**config.mk**
```make
export PLATFORM = sky130hd
export DESIGN_NAME = color_tracker
export DESIGN_NICKNAME = d
export VERILOG_FILES = /design/src/video_pkg.sv /design/src/color_pkg.sv /design/src/color_tracker.sv /design/src/overlay_mux.sv /design/src/com_accumulator.sv /design/src/com_divider.sv /design/src/channel_threshold.sv /design/src/color_convert.sv
export SDC_FILE = /design/constraint.sdc
export NUM_CORES = 1
export LEC_CHECK = 0
export BUFFER_PORTS_ARGS = -buffer_cell sky130_fd_sc_hd__buf_2
export CAP_MARGIN = 10
export CORE_ASPECT_RATIO = 1.75
export CORE_UTILIZATION = 33
export DETAILED_ROUTE_END_ITERATION = 10
export MAX_ROUTING_LAYER = met4
export SLEW_MARGIN = 20
export SYNTH_ARGS = -nofsm -noshare
export SYNTH_HDL_FRONTEND = slang
export SYNTH_SLANG_ARGS = --single-unit
```
**constraint.sdc**
```tcl
create_clock -name clk_pixel -period 5.42 [get_ports clk_pixel]
set_input_delay 1.084 -clock clk_pixel [delete_from_list [all_inputs] [get_ports clk_pixel]]
set_output_delay 1.084 -clock clk_pixel [all_outputs]
set_load 0.02 [all_outputs]
```
**src/video_pkg.sv**
```systemverilog
package video_pkg;

  localparam int HCOUNT_BITS = 11; // up to 2047 columns
  localparam int VCOUNT_BITS = 10; // up to 1023 lines

  typedef logic [HCOUNT_BITS-1:0] hcount_t; // horizontal pixel position
  typedef logic [VCOUNT_BITS-1:0] vcount_t; // vertical pixel position

  // raster position and flags that ride along with every pixel
  typedef struct packed {
    hcount_t hcount;
    vcount_t vcount;
    logic    active_draw; // pixel lies inside the visible area
    logic    hsync;
    logic    vsync;
    logic    new_frame;   // single-cycle pulse in vertical blank
  } video_timing_t;

endpackage
```
**src/color_pkg.sv**
```systemverilog
package color_pkg;

  typedef logic [15:0] rgb565_t;   // raw camera pixel, r5 g6 b5
  typedef logic [7:0]  chan_t;     // any single 8-bit channel
  typedef logic [2:0]  channel_sel_t;
  typedef logic [1:0]  bg_sel_t;
  typedef logic [1:0]  target_sel_t;

  typedef struct packed {
    chan_t red;
    chan_t green;
    chan_t blue;
  } rgb888_t;

  typedef struct packed {
    chan_t y;
    chan_t cr;
    chan_t cb;
  } ycrcb_t;

  // converter output, rgb and ycrcb of the same pixel
  typedef struct packed {
    video_pkg::video_timing_t timing;
    rgb888_t                  rgb;
    ycrcb_t                   ycc;
  } conv_stage_t;

  // threshold output
  typedef struct packed {
    video_pkg::video_timing_t timing;
    rgb888_t                  rgb;
    chan_t                    y;       // luma kept for the gray background
    chan_t                    channel; // channel picked by channel_sel
    logic                     mask;
  } mask_stage_t;

  localparam channel_sel_t CH_GREEN = 3'b000;
  localparam channel_sel_t CH_RED   = 3'b001;
  localparam channel_sel_t CH_BLUE  = 3'b010;
  localparam channel_sel_t CH_Y     = 3'b100;
  localparam channel_sel_t CH_CR    = 3'b101;
  localparam channel_sel_t CH_CB    = 3'b110;

  localparam bg_sel_t BG_CAMERA  = 2'b00;
  localparam bg_sel_t BG_CHANNEL = 2'b01;
  localparam bg_sel_t BG_MASK    = 2'b10;
  localparam bg_sel_t BG_MAGENTA = 2'b11;

  localparam target_sel_t TGT_CROSSHAIR = 2'b01; // other codes draw nothing

  localparam rgb888_t RGB_WHITE   = 24'hFFFFFF;
  localparam rgb888_t RGB_MAGENTA = 24'hFF00FF;

endpackage

```
**src/color_tracker.sv**
```systemverilog
module color_tracker #(
  parameter int SUM_BITS = 32 // width of the position sums and the dividers
) (
  input  logic                     clk_pixel,
  input  logic                     sys_rst,
  input  color_pkg::rgb565_t       pixel,
  input  video_pkg::video_timing_t timing,
  input  color_pkg::channel_sel_t  channel_sel,
  input  color_pkg::chan_t         lower_bound,
  input  color_pkg::chan_t         upper_bound,
  input  color_pkg::bg_sel_t       bg_sel,
  input  color_pkg::target_sel_t   target_sel,
  output color_pkg::rgb888_t       pixel_out,
  output video_pkg::video_timing_t timing_out,
  output video_pkg::hcount_t       x_com,
  output video_pkg::vcount_t       y_com,
  output logic                     com_valid
);
  import color_pkg::*;

  conv_stage_t conv;  // 3 cycles after input
  mask_stage_t stage; // 4 cycles after input

  color_convert color_convert_i (
    .clk_pixel (clk_pixel),
    .sys_rst   (sys_rst),
    .pixel     (pixel),
    .timing    (timing),
    .conv      (conv)
  );

  channel_threshold channel_threshold_i (
    .clk_pixel   (clk_pixel),
    .sys_rst     (sys_rst),
    .conv        (conv),
    .channel_sel (channel_sel),
    .lower_bound (lower_bound),
    .upper_bound (upper_bound),
    .stage       (stage)
  );

  com_accumulator #(.SUM_BITS(SUM_BITS)) com_accumulator_i (
    .clk_pixel (clk_pixel),
    .sys_rst   (sys_rst),
    .stage     (stage),
    .x_com     (x_com),
    .y_com     (y_com),
    .com_valid (com_valid)
  );

  // output register makes the 5th cycle
  overlay_mux overlay_mux_i (
    .clk_pixel  (clk_pixel),
    .sys_rst    (sys_rst),
    .stage      (stage),
    .bg_sel     (bg_sel),
    .target_sel (target_sel),
    .x_com      (x_com),
    .y_com      (y_com),
    .pixel_out  (pixel_out),
    .timing_out (timing_out)
  );

endmodule

```
**src/overlay_mux.sv**
```systemverilog
module overlay_mux (
  input  logic                     clk_pixel,
  input  logic                     sys_rst,
  input  color_pkg::mask_stage_t   stage,
  input  color_pkg::bg_sel_t       bg_sel,
  input  color_pkg::target_sel_t   target_sel,
  input  video_pkg::hcount_t       x_com,
  input  video_pkg::vcount_t       y_com,
  output color_pkg::rgb888_t       pixel_out,
  output video_pkg::video_timing_t timing_out
);
  import color_pkg::*;

  rgb888_t bg_pix;   // background before the target goes on top
  rgb888_t pix_next;
  logic    on_cross; // pixel sits on the center row or column

  always_comb begin
    case (bg_sel)
      BG_CAMERA:  bg_pix = stage.rgb;
      BG_CHANNEL: bg_pix = '{stage.channel, stage.channel, stage.channel}; // gray
      BG_MASK: begin
        if (stage.mask) bg_pix = RGB_WHITE;
        else bg_pix = '0;
      end
      BG_MAGENTA: begin
        if (stage.mask) bg_pix = RGB_MAGENTA;
        else bg_pix = '{stage.y, stage.y, stage.y}; // luma as gray
      end
      default: bg_pix = '0;
    endcase
  end

  assign on_cross = (target_sel == TGT_CROSSHAIR) &&
                    ((stage.timing.hcount == x_com) || (stage.timing.vcount == y_com));

  always_comb begin
    if (!stage.timing.active_draw) pix_next = '0; // black in blanking
    else if (on_cross) pix_next = RGB_WHITE;
    else pix_next = bg_pix;
  end

  always_ff @(posedge clk_pixel) begin
    if (sys_rst) timing_out <= '0;
    else timing_out <= stage.timing;
  end

  always_ff @(posedge clk_pixel) begin
    pixel_out <= pix_next;
  end

endmodule

```
**src/com_accumulator.sv**
```systemverilog
module com_accumulator #(
  parameter int SUM_BITS = 32
) (
  input  logic                   clk_pixel,
  input  logic                   sys_rst,
  input  color_pkg::mask_stage_t stage,
  output video_pkg::hcount_t     x_com,
  output video_pkg::vcount_t     y_com,
  output logic                   com_valid
);
  import video_pkg::*;

  logic [SUM_BITS-1:0] x_sum;     // running sum of hcount over hits
  logic [SUM_BITS-1:0] y_sum;
  logic [SUM_BITS-1:0] pix_count; // number of masked pixels this frame
  logic                div_start;
  logic [SUM_BITS-1:0] x_quo;
  logic [SUM_BITS-1:0] y_quo;
  logic                x_done;
  logic                y_done;

  // dividers take the totals straight from the sum registers
  assign div_start = stage.timing.new_frame && (pix_count != '0);

  always_ff @(posedge clk_pixel) begin
    if (sys_rst || stage.timing.new_frame) begin
      x_sum     <= '0;
      y_sum     <= '0;
      pix_count <= '0;
    end else if (stage.mask) begin
      x_sum     <= x_sum + SUM_BITS'(stage.timing.hcount);
      y_sum     <= y_sum + SUM_BITS'(stage.timing.vcount);
      pix_count <= pix_count + 1'b1;
    end
  end

  com_divider #(.SUM_BITS(SUM_BITS)) x_div_i (
    .clk_pixel (clk_pixel),
    .sys_rst   (sys_rst),
    .start     (div_start),
    .dividend  (x_sum),
    .divisor   (pix_count),
    .quotient  (x_quo),
    .done      (x_done)
  );

  com_divider #(.SUM_BITS(SUM_BITS)) y_div_i (
    .clk_pixel (clk_pixel),
    .sys_rst   (sys_rst),
    .start     (div_start),
    .dividend  (y_sum),
    .divisor   (pix_count),
    .quotient  (y_quo),
    .done      (y_done)
  );

  // both dividers run in lockstep; center and valid move together
  always_ff @(posedge clk_pixel) begin
    if (sys_rst) begin
      x_com     <= '0;
      y_com     <= '0;
      com_valid <= 1'b0;
    end else begin
      com_valid <= x_done && y_done;
      if (x_done && y_done) begin
        x_com <= hcount_t'(x_quo); // mean never exceeds the largest hcount
        y_com <= vcount_t'(y_quo);
      end
    end
  end

endmodule

```
**src/com_divider.sv**
```systemverilog
module com_divider #(
  parameter int SUM_BITS = 32
) (
  input  logic                clk_pixel,
  input  logic                sys_rst,
  input  logic                start,
  input  logic [SUM_BITS-1:0] dividend,
  input  logic [SUM_BITS-1:0] divisor,
  output logic [SUM_BITS-1:0] quotient,
  output logic                done
);
  localparam int CNT_BITS = $clog2(SUM_BITS);

  typedef enum logic [1:0] {DIV_IDLE, DIV_RUN, DIV_FINISH} div_state_t;

  div_state_t          state;
  logic [CNT_BITS-1:0] bit_cnt;  // quotient bits still to produce, minus one
  logic [SUM_BITS-1:0] quo_q;    // dividend shifts out the top, quotient in at the bottom
  logic [SUM_BITS-1:0] rem_q;    // partial remainder
  logic [SUM_BITS-1:0] div_q;
  logic [SUM_BITS:0]   shifted;  // remainder with next dividend bit appended
  logic [SUM_BITS:0]   trial;

  assign shifted = {rem_q, quo_q[SUM_BITS-1]};
  assign trial   = shifted - {1'b0, div_q}; // msb set means divisor did not fit

  always_ff @(posedge clk_pixel) begin
    if (sys_rst) begin
      state <= DIV_IDLE;
    end else begin
      case (state)
        DIV_IDLE:   if (start) state <= DIV_RUN;
        DIV_RUN:    if (bit_cnt == '0) state <= DIV_FINISH; // last bit lands this edge
        DIV_FINISH: state <= DIV_IDLE;
        default:    state <= DIV_IDLE;
      endcase
    end
  end

  always_ff @(posedge clk_pixel) begin
    if (state == DIV_IDLE && start) begin
      quo_q   <= dividend;
      div_q   <= divisor;
      rem_q   <= '0;
      bit_cnt <= CNT_BITS'(SUM_BITS - 1);
    end else if (state == DIV_RUN) begin
      bit_cnt <= bit_cnt - 1'b1;
      if (!trial[SUM_BITS]) begin
        rem_q <= trial[SUM_BITS-1:0];
        quo_q <= {quo_q[SUM_BITS-2:0], 1'b1};
      end else begin
        rem_q <= shifted[SUM_BITS-1:0]; // restore
        quo_q <= {quo_q[SUM_BITS-2:0], 1'b0};
      end
    end
  end

  assign quotient = quo_q;
  assign done     = (state == DIV_FINISH); // one cycle, SUM_BITS+1 after start

endmodule

```
**src/channel_threshold.sv**
```systemverilog
module channel_threshold (
  input  logic                    clk_pixel,
  input  logic                    sys_rst,
  input  color_pkg::conv_stage_t  conv,
  input  color_pkg::channel_sel_t channel_sel,
  input  color_pkg::chan_t        lower_bound,
  input  color_pkg::chan_t        upper_bound,
  output color_pkg::mask_stage_t  stage
);
  import video_pkg::*;
  import color_pkg::*;

  chan_t         chan_pick; // channel chosen by code, not yet registered
  logic          in_range;
  video_timing_t timing_q;
  logic          mask_q;
  rgb888_t       rgb_q;
  chan_t         y_q;
  chan_t         chan_q;

  always_comb begin
    case (channel_sel)
      CH_GREEN: chan_pick = conv.rgb.green;
      CH_RED:   chan_pick = conv.rgb.red;
      CH_BLUE:  chan_pick = conv.rgb.blue;
      CH_Y:     chan_pick = conv.ycc.y;
      CH_CR:    chan_pick = conv.ycc.cr;
      CH_CB:    chan_pick = conv.ycc.cb;
      default:  chan_pick = '0; // 011 and 111 are unused codes
    endcase
  end

  // inclusive at both ends; lower above upper never passes
  assign in_range = conv.timing.active_draw &&
                    (chan_pick >= lower_bound) && (chan_pick <= upper_bound);

  always_ff @(posedge clk_pixel) begin
    if (sys_rst) begin
      timing_q <= '0;
      mask_q   <= 1'b0;
    end else begin
      timing_q <= conv.timing;
      mask_q   <= in_range;
    end
  end

  always_ff @(posedge clk_pixel) begin
    rgb_q  <= conv.rgb;
    y_q    <= conv.ycc.y; // luma for the magenta background
    chan_q <= chan_pick;
  end

  assign stage = '{timing: timing_q, rgb: rgb_q, y: y_q, channel: chan_q, mask: mask_q};

endmodule

```
**src/color_convert.sv**
```systemverilog
module color_convert (
  input  logic                     clk_pixel,
  input  logic                     sys_rst,
  input  color_pkg::rgb565_t       pixel,
  input  video_pkg::video_timing_t timing,
  output color_pkg::conv_stage_t   conv
);
  import video_pkg::*;
  import color_pkg::*;

  typedef logic signed [17:0] term_t; // holds 150*255 and the signed sums

  rgb888_t       rgb_exp;      // pixel expanded to 8 bits per channel
  term_t         r_t;
  term_t         g_t;
  term_t         b_t;
  term_t         prod [9];     // rows of three for y, cr, cb
  term_t         sum [3];      // y, cr, cb before the shift
  ycrcb_t        ycc_q;
  rgb888_t       rgb_q [3];    // rgb beside each step
  video_timing_t timing_q [3]; // timing beside each step

  // low bits zero filled
  assign rgb_exp.red   = {pixel[15:11], 3'b000};
  assign rgb_exp.green = {pixel[10:5], 2'b00};
  assign rgb_exp.blue  = {pixel[4:0], 3'b000};

  // zero extended, always positive
  assign r_t = term_t'(rgb_exp.red);
  assign g_t = term_t'(rgb_exp.green);
  assign b_t = term_t'(rgb_exp.blue);

  always_ff @(posedge clk_pixel) begin
    // step 1, weighted products
    prod[0] <= 18'sd77 * r_t;
    prod[1] <= 18'sd150 * g_t;
    prod[2] <= 18'sd29 * b_t;
    prod[3] <= 18'sd128 * r_t;
    prod[4] <= -18'sd107 * g_t;
    prod[5] <= -18'sd21 * b_t;
    prod[6] <= -18'sd43 * r_t;
    prod[7] <= -18'sd85 * g_t;
    prod[8] <= 18'sd128 * b_t;
    // step 2, row sums
    sum[0] <= prod[0] + prod[1] + prod[2];
    sum[1] <= prod[3] + prod[4] + prod[5];
    sum[2] <= prod[6] + prod[7] + prod[8];
    // step 3, arithmetic shift, chroma offset, keep 8 bits
    ycc_q.y  <= chan_t'(sum[0] >>> 8);
    ycc_q.cr <= chan_t'((sum[1] >>> 8) + 18'sd128);
    ycc_q.cb <= chan_t'((sum[2] >>> 8) + 18'sd128);
    rgb_q[0] <= rgb_exp;
    rgb_q[1] <= rgb_q[0];
    rgb_q[2] <= rgb_q[1];
  end

  always_ff @(posedge clk_pixel) begin
    if (sys_rst) begin
      timing_q <= '{default: '0}; // flags low while in reset
    end else begin
      timing_q[0] <= timing;
      timing_q[1] <= timing_q[0];
      timing_q[2] <= timing_q[1];
    end
  end

  assign conv = '{timing: timing_q[2], rgb: rgb_q[2], ycc: ycc_q};

endmodule

```
### Yosys cells after proc, flatten, opt, wreduce, memory -nomap -nowiden

Memories as Yosys holds them, arrays and structs flattened. A register that Yosys moved wholly into a read port is not among the register bits.
Index checks and enable logic that the tools add are counted.

* memories kept: 3
* latch bits: 0
* bits in read-only memories: 0
* memory bits (writable): 270
* input bits: 66
* bits in registers: 530
* output and inout bits: 71
* logic and storage cells: 141

Memories
* color_convert_i.prod: words 9, bits a word 16, read ports 9, clocked after Yosys merged registers in 0, write ports 9, line color_convert.sv:17 `term_t prod [9];`
* color_convert_i.rgb_q: words 3, bits a word 24, read ports 3, clocked after Yosys merged registers in 0, write ports 3, line color_convert.sv:20 `rgb888_t rgb_q [3];`
* color_convert_i.sum: words 3, bits a word 18, read ports 3, clocked after Yosys merged registers in 1, write ports 3, line color_convert.sv:18 `term_t sum [3];`

* div/mod/pow operators: 0
* shift-type cells: 0
* bitwise logic cells: 0
* multiply operators: 7
* add/subtract/negate cells: 15
* reductions and logical operators: 20
* multiplexer cells: 18
* equal/unequal tests: 19
* $lt $le $gt $ge: 2

Operators with widths (count)
* 32-bit two-way mux: 6
* 18-bit adder: 6
* 24-bit case mux with 4 select lines: 1
* 24-bit two-way mux: 3
* 33-bit by 32-bit subtractor with 33-bit output: 2
* 8-bit case mux with 6 select lines: 1
* 32-bit by 1-bit adder with 32-bit output (second input constant): 1
* 32-bit by 10-bit adder with 32-bit output: 1
* 32-bit by 11-bit adder with 32-bit output: 1
* 32-bit nonzero test: 1
* 8-bit by 7-bit multiplier with 15-bit output (first input constant): 2
* 7-bit by 6-bit multiplier with 13-bit output (first input constant): 2
* 8-bit adder (second input constant): 2
* 6-bit by 6-bit multiplier with 12-bit output (first input constant): 1
* 7-bit by 5-bit multiplier with 12-bit output (first input constant): 1
* 11-bit == test: 1
* 10-bit == test: 1
* 5-bit zero test: 2
* 5-bit by 5-bit multiplier with 10-bit output (first input constant): 1
* 5-bit by 1-bit subtractor with 5-bit output (second input constant): 2
* 3-bit == test (second input constant): 3
* 2-bit by 1-bit == test with 1-bit output (second input constant): 4
* 2-bit == test (second input constant): 4
* 8-bit >= comparator: 1
* other kinds (14): 31

### Depth between registers and ports, before layout

* depth after elaboration: 5
* depth in mapped cells: 17
* mapped depth without buffers: 17

### By module

A second synthesis with hierarchy kept.

* cell total of the unflattened synthesis: 3610
* area, all modules: 34632.0 µm²

Modules (own cells, without submodules)
* color_convert: cells each 1086, sequential area each 4904.7 µm², area each 12209.2 µm², times used 1
* com_divider: cells each 689, sequential area each 2702.6 µm², area each 6088.3 µm², times used 2
* com_accumulator: cells each 687, sequential area each 2362.3 µm², area each 5810.6 µm², times used 1
* channel_threshold: cells each 209, sequential area each 1321.3 µm², area each 2324.7 µm², times used 1
* overlay_mux: cells each 250, sequential area each 980.9 µm², area each 2110.8 µm², times used 1

### Worst setup path before layout

No wires, ideal clock.

* path type: input-to-reg
* start point: input pixel[9]
* end point: memory color_convert_i.prod[0][125] (netlist name)
* path buffers: 0
* data required time: 5.300 ns
* stages: 17
* arrival: 4.227 ns
* setup time: 0.120 ns
* slack: 1.073 ns
* cell sequence: inv_1 ha_1 ha_1 inv_1 fa_1 inv_1 fa_1 ha_1 inv_1 o21bai_1 a21oi_1 o21bai_1 a21oi_1 o21ai_0 a21o_1 a21oi_1 xnor2_1

RTL lines
* start, declared: line color_tracker.sv:6 `input color_pkg::rgb565_t pixel,`
* end, declared: line color_convert.sv:17

==> metrics.yaml <==
outcome:
  run_status: "finished clean"
synth:
  synth-edff-count: 128
  synth-seq-cells: 673
  yosys_warnings: 0
  netlist_instances: 3282
  xor_xnor_fraction_of_synth_area: 0.0640
  synthSimpleGateAreaFrac: 0.141
  syn_area_sq_um: 32600
  synthMuxAreaShare: 0.0238
  yosysSeqAreaShare: 0.453
  synth_top_family_by_area: "adder cells"
  postSynthNetCount: 3727
  synth_async_sr_flop_share: 0
  synth_compound_area_frac: 0.111
  synth_area_leaders: "sky130_fd_sc_hd__dfxtp_1, sky130_fd_sc_hd__edfxtp_1, sky130_fd_sc_hd__ha_1"
  synth_adder_area_share: 0.162
  synth_largest_type_area_fraction: 0.335
  yosys.cell_count.top_type: "sky130_fd_sc_hd__dfxtp_1"
  synth_common_cells: "sky130_fd_sc_hd__dfxtp_1, sky130_fd_sc_hd__nand2_1, sky130_fd_sc_hd__ha_1, sky130_fd_sc_hd__inv_1, sky130_fd_sc_hd__a21oi_1"
  synth_cell_types: 86
  post_synth.cell_area_avg_sq_um: 9.93
  synth_top_area_cell: "sky130_fd_sc_hd__dfxtp_1"
  ys_dominant_reg_cell: "sky130_fd_sc_hd__dfxtp_1"
grt:
  grtUsageTotal: 0.171
  via_count_of_the_first_global_routing_pass: 23200
  global_route.overflow_total: 0
  initial_antenna_violation_count: 7
  grt_start_max_net_pins: 84
  global_route_wire_length_before_repair_um: 127000
layout:
  nets: 3844
  final_cell_count_no_fill: 4768
  drive_gt1_frac: 0.0915
  nFillCells: 9753
  area_delta_synth_final_pct: 13.6
detailed_routing:
  route.antenna.remaining_nets: 0
  num_vias: 22800
  drt_first_iter_violations: 976
  detail_route.wirelength_um: 82300
  avgViaCountPerCell: 4.77
  drtPass1Iterations: 6
  wl_per_cell_um: 17.3
  route.detailed.drc: 0
timing:
  grt_setup_unrepaired: "false"
  totalNegativeSetupSlack_ns: 0
  setup_failing_eps_final: 0
  finalCritPeriodShare: 0.776
  clock-skew-final_ns: 0.0191
  period_needed_ns: 4.21
  number_of_max_slew_violations_in_the_final_report: 0
  maxSlewHeadroom: 0.332
  tightest_slew_ns: 0.998
  max_clock_freq_ghz: 0.238
  timing.final.hold_violations: 0
clocking:
  cts.hold.buffers_added: 0
  cts-htree-levels: 3
  cts_tree: "yes"
  clock_slew_seen_by_the_registers_of_the_worst_setup_and_hold_paths_ns: 0.07
  post_cts_resized: 0
  cts_post_setup_buffers_inserted: 0
  tritoncts.num_buffers: 68
  clk_root_buffer_cell: "sky130_fd_sc_hd__clkbuf_16"
  clock_sink_count: 673
  worstSkewPairLatency_ns: 0.64
  clk_path_buf_depth: 3
die:
  chipHeight_um: 418
  start_util: 0.333
  io-pin-count: 137
  core_sq_um: 97900
  rows: 152
  fp.dieArea_sq_um: 100000
  fp.dieW_um: 240
pwr:
  vdd_ir_drop_max_v: 0.000335
  p_int_uw: 10300
  cellPowerDensity_nw_per_um2: 395
  switching_share: 0.298
  p_clk_frac: 0.338
  power.static_leakage_uw: 0.0162
  power.combinational.fraction: 0.244
  power_frac_seq: 0.417
  power_switching_uw: 4360
place:
  dpl.hpwl_um: 62800
  placedCellCount: 4637
  place.port_buffers: 136
  routabilityCongestion: 0.896
setup_path:
  critPathLaunch: "pixel[6]"
  timing.critical_path.buf_inv: 4
  critical-path-max-stage-delay_ns: 0.49
  timing.critical_path.to_type: "flip-flop"
  timing.critical_path.arrival_ns: 4.74
  crit-reg2reg-capture: "com_accumulator_i.y_div_i.rem_q[0]"
  worstSetupPathType: "in -> reg"
  cell_breakdown_of_the_critical_path: "buf_2 > ha_1 > ha_1 > inv_1 > fa_1 > inv_1 > fa_1 > ha_1 > inv_1 > o21bai_1 > a21oi_1 > o21bai_1 > a21oi_1 > o21ai_0 > a21o_1 > a21oi_1 > xnor2_1"
  critPathSlowestCell: "sky130_fd_sc_hd__ha_1"
  cp_max_fo: 8
  worstSetupEndpoint: "color_convert_i.prod[0][125]"
  r2r_slack_ns: 1.35
  worst_r2r_path_depth: 14
  start_kind: "primary input"
  crit_path_leading_delay_family: "adder cells"
  crit-reg2reg-launch: "com_accumulator_i.y_div_i.quotient[31]"
  crit_cells: 17
  worst-endpoint-required_ns: 5.95
flow_run:
  max_cap_viol_count: 0
min_path:
  timing.hold.worst.class: "reg -> reg"
[registers in the layout, summed over array words and instances (netlist names), 36 cells and up]
register	count
color_convert_i.conv	49
color_convert_i.prod	85
color_convert_i.timing_q	50
channel_threshold_i.stage	41
color_convert_i.rgb_q	36
[power by group through the flow]
stage / Combinational, uW / Clock, uW / Sequential [uW]
2_1_floorplan: 2800 / 0 / 5980
3_3_place_gp: 3490 / 0 / 6220
3_5_place_dp: 3570 / 0 / 6230
4_1_cts: 3600 / 5100 / 6120
5_1_grt: 4090 / 5290 / 6140
6_report: 3570 / 4940 / 6100
[cell usage in the layout (no fill, tap or decap), types with 26 or more instances in the layout]
cell                        netlist  layout
sky130_fd_sc_hd__a21o_1          52      52
sky130_fd_sc_hd__nand2_1        376     376
sky130_fd_sc_hd__fa_1            73      73
sky130_fd_sc_hd__nand3_1         55      54
sky130_fd_sc_hd__edfxtp_1       128     128
sky130_fd_sc_hd__o21a_1          28      28
sky130_fd_sc_hd__ha_1           306     306
sky130_fd_sc_hd__nor2b_1        160     160
sky130_fd_sc_hd__o21ai_1         31      31
sky130_fd_sc_hd__nor3_1          46      46
sky130_fd_sc_hd__a21oi_1        192     192
sky130_fd_sc_hd__xor2_1          95      95
sky130_fd_sc_hd__mux2i_1         66      66
sky130_fd_sc_hd__o21bai_1        26      26
sky130_fd_sc_hd__dfxtp_1        545     544
sky130_fd_sc_hd__clkbuf_16        0      73
sky130_fd_sc_hd__nand4_1         26      26
sky130_fd_sc_hd__buf_2            4     135
sky130_fd_sc_hd__o21ai_0        107     107
sky130_fd_sc_hd__xnor2_1        135     135
sky130_fd_sc_hd__inv_1          262     261
sky130_fd_sc_hd__nor2_1         188     187
[per-stage QoR]
step                      total power, uW  hold slack (ns)  utilization  area, sq um  worst slack [ns]
final                               14600            0.320        0.378        37000              1.21
after global routing                15500            0.327        0.378        37000             0.992
after CTS                           14800            0.320        0.378        37000              1.26
after detailed placement             9800            0.312        0.353        34600             0.572
after global placement               9710            0.310        0.353        34600             0.554
after floorplan                      8780            0.310            -        32600              1.07
[layout make-up]
class                      instances  area (sq um)  area share
clock inverter                    27           325     0.00878
clock buffer                      98          2040      0.0551
timing repair buffer             161           907      0.0245
multi-input combinational       2231         16400       0.442
sequential                       673         14800       0.398
tap                             1309          1640      0.0442
antenna                            5          12.5    0.000338
inverter                         264           991      0.0268
[worst min path at each step]
stage,from,end,depth (start not counted)
after floorplan,color_convert_i.sum[2][8],color_convert_i.conv[0],0
after global placement,color_convert_i.sum[2][13],color_convert_i.conv[5],0
after detailed placement,color_convert_i.sum[2][11],color_convert_i.conv[3],0
after CTS,color_convert_i.rgb_q[0][31],color_convert_i.rgb_q[0][55],0
after global routing,color_convert_i.rgb_q[0][31],color_convert_i.rgb_q[0][55],0
final,color_convert_i.rgb_q[0][31],color_convert_i.rgb_q[0][55],0
[layer usage]
layer	part of all wire	track usage	wire [um]	vias to the layer above
li1	-	-	-	11400
met1	0.37	0.167	30600	10800
met2	0.55	0.329	45600	411
met3	0.034	0.0263	2770	142
met4	0.040	0.0726	3320	0
met5	0	-	0	-
[cells by family after synthesis]
logic type                 count (synthesis)
AOI/OAI and AO/OA                        574
and+or+nand+nor                          970
DFF                                      673
adders and majority gates                379
buffers and inverters                    378
muxes                                     75
xor gates and xnor gates                 233
Power figures use the tool's default switching activity.
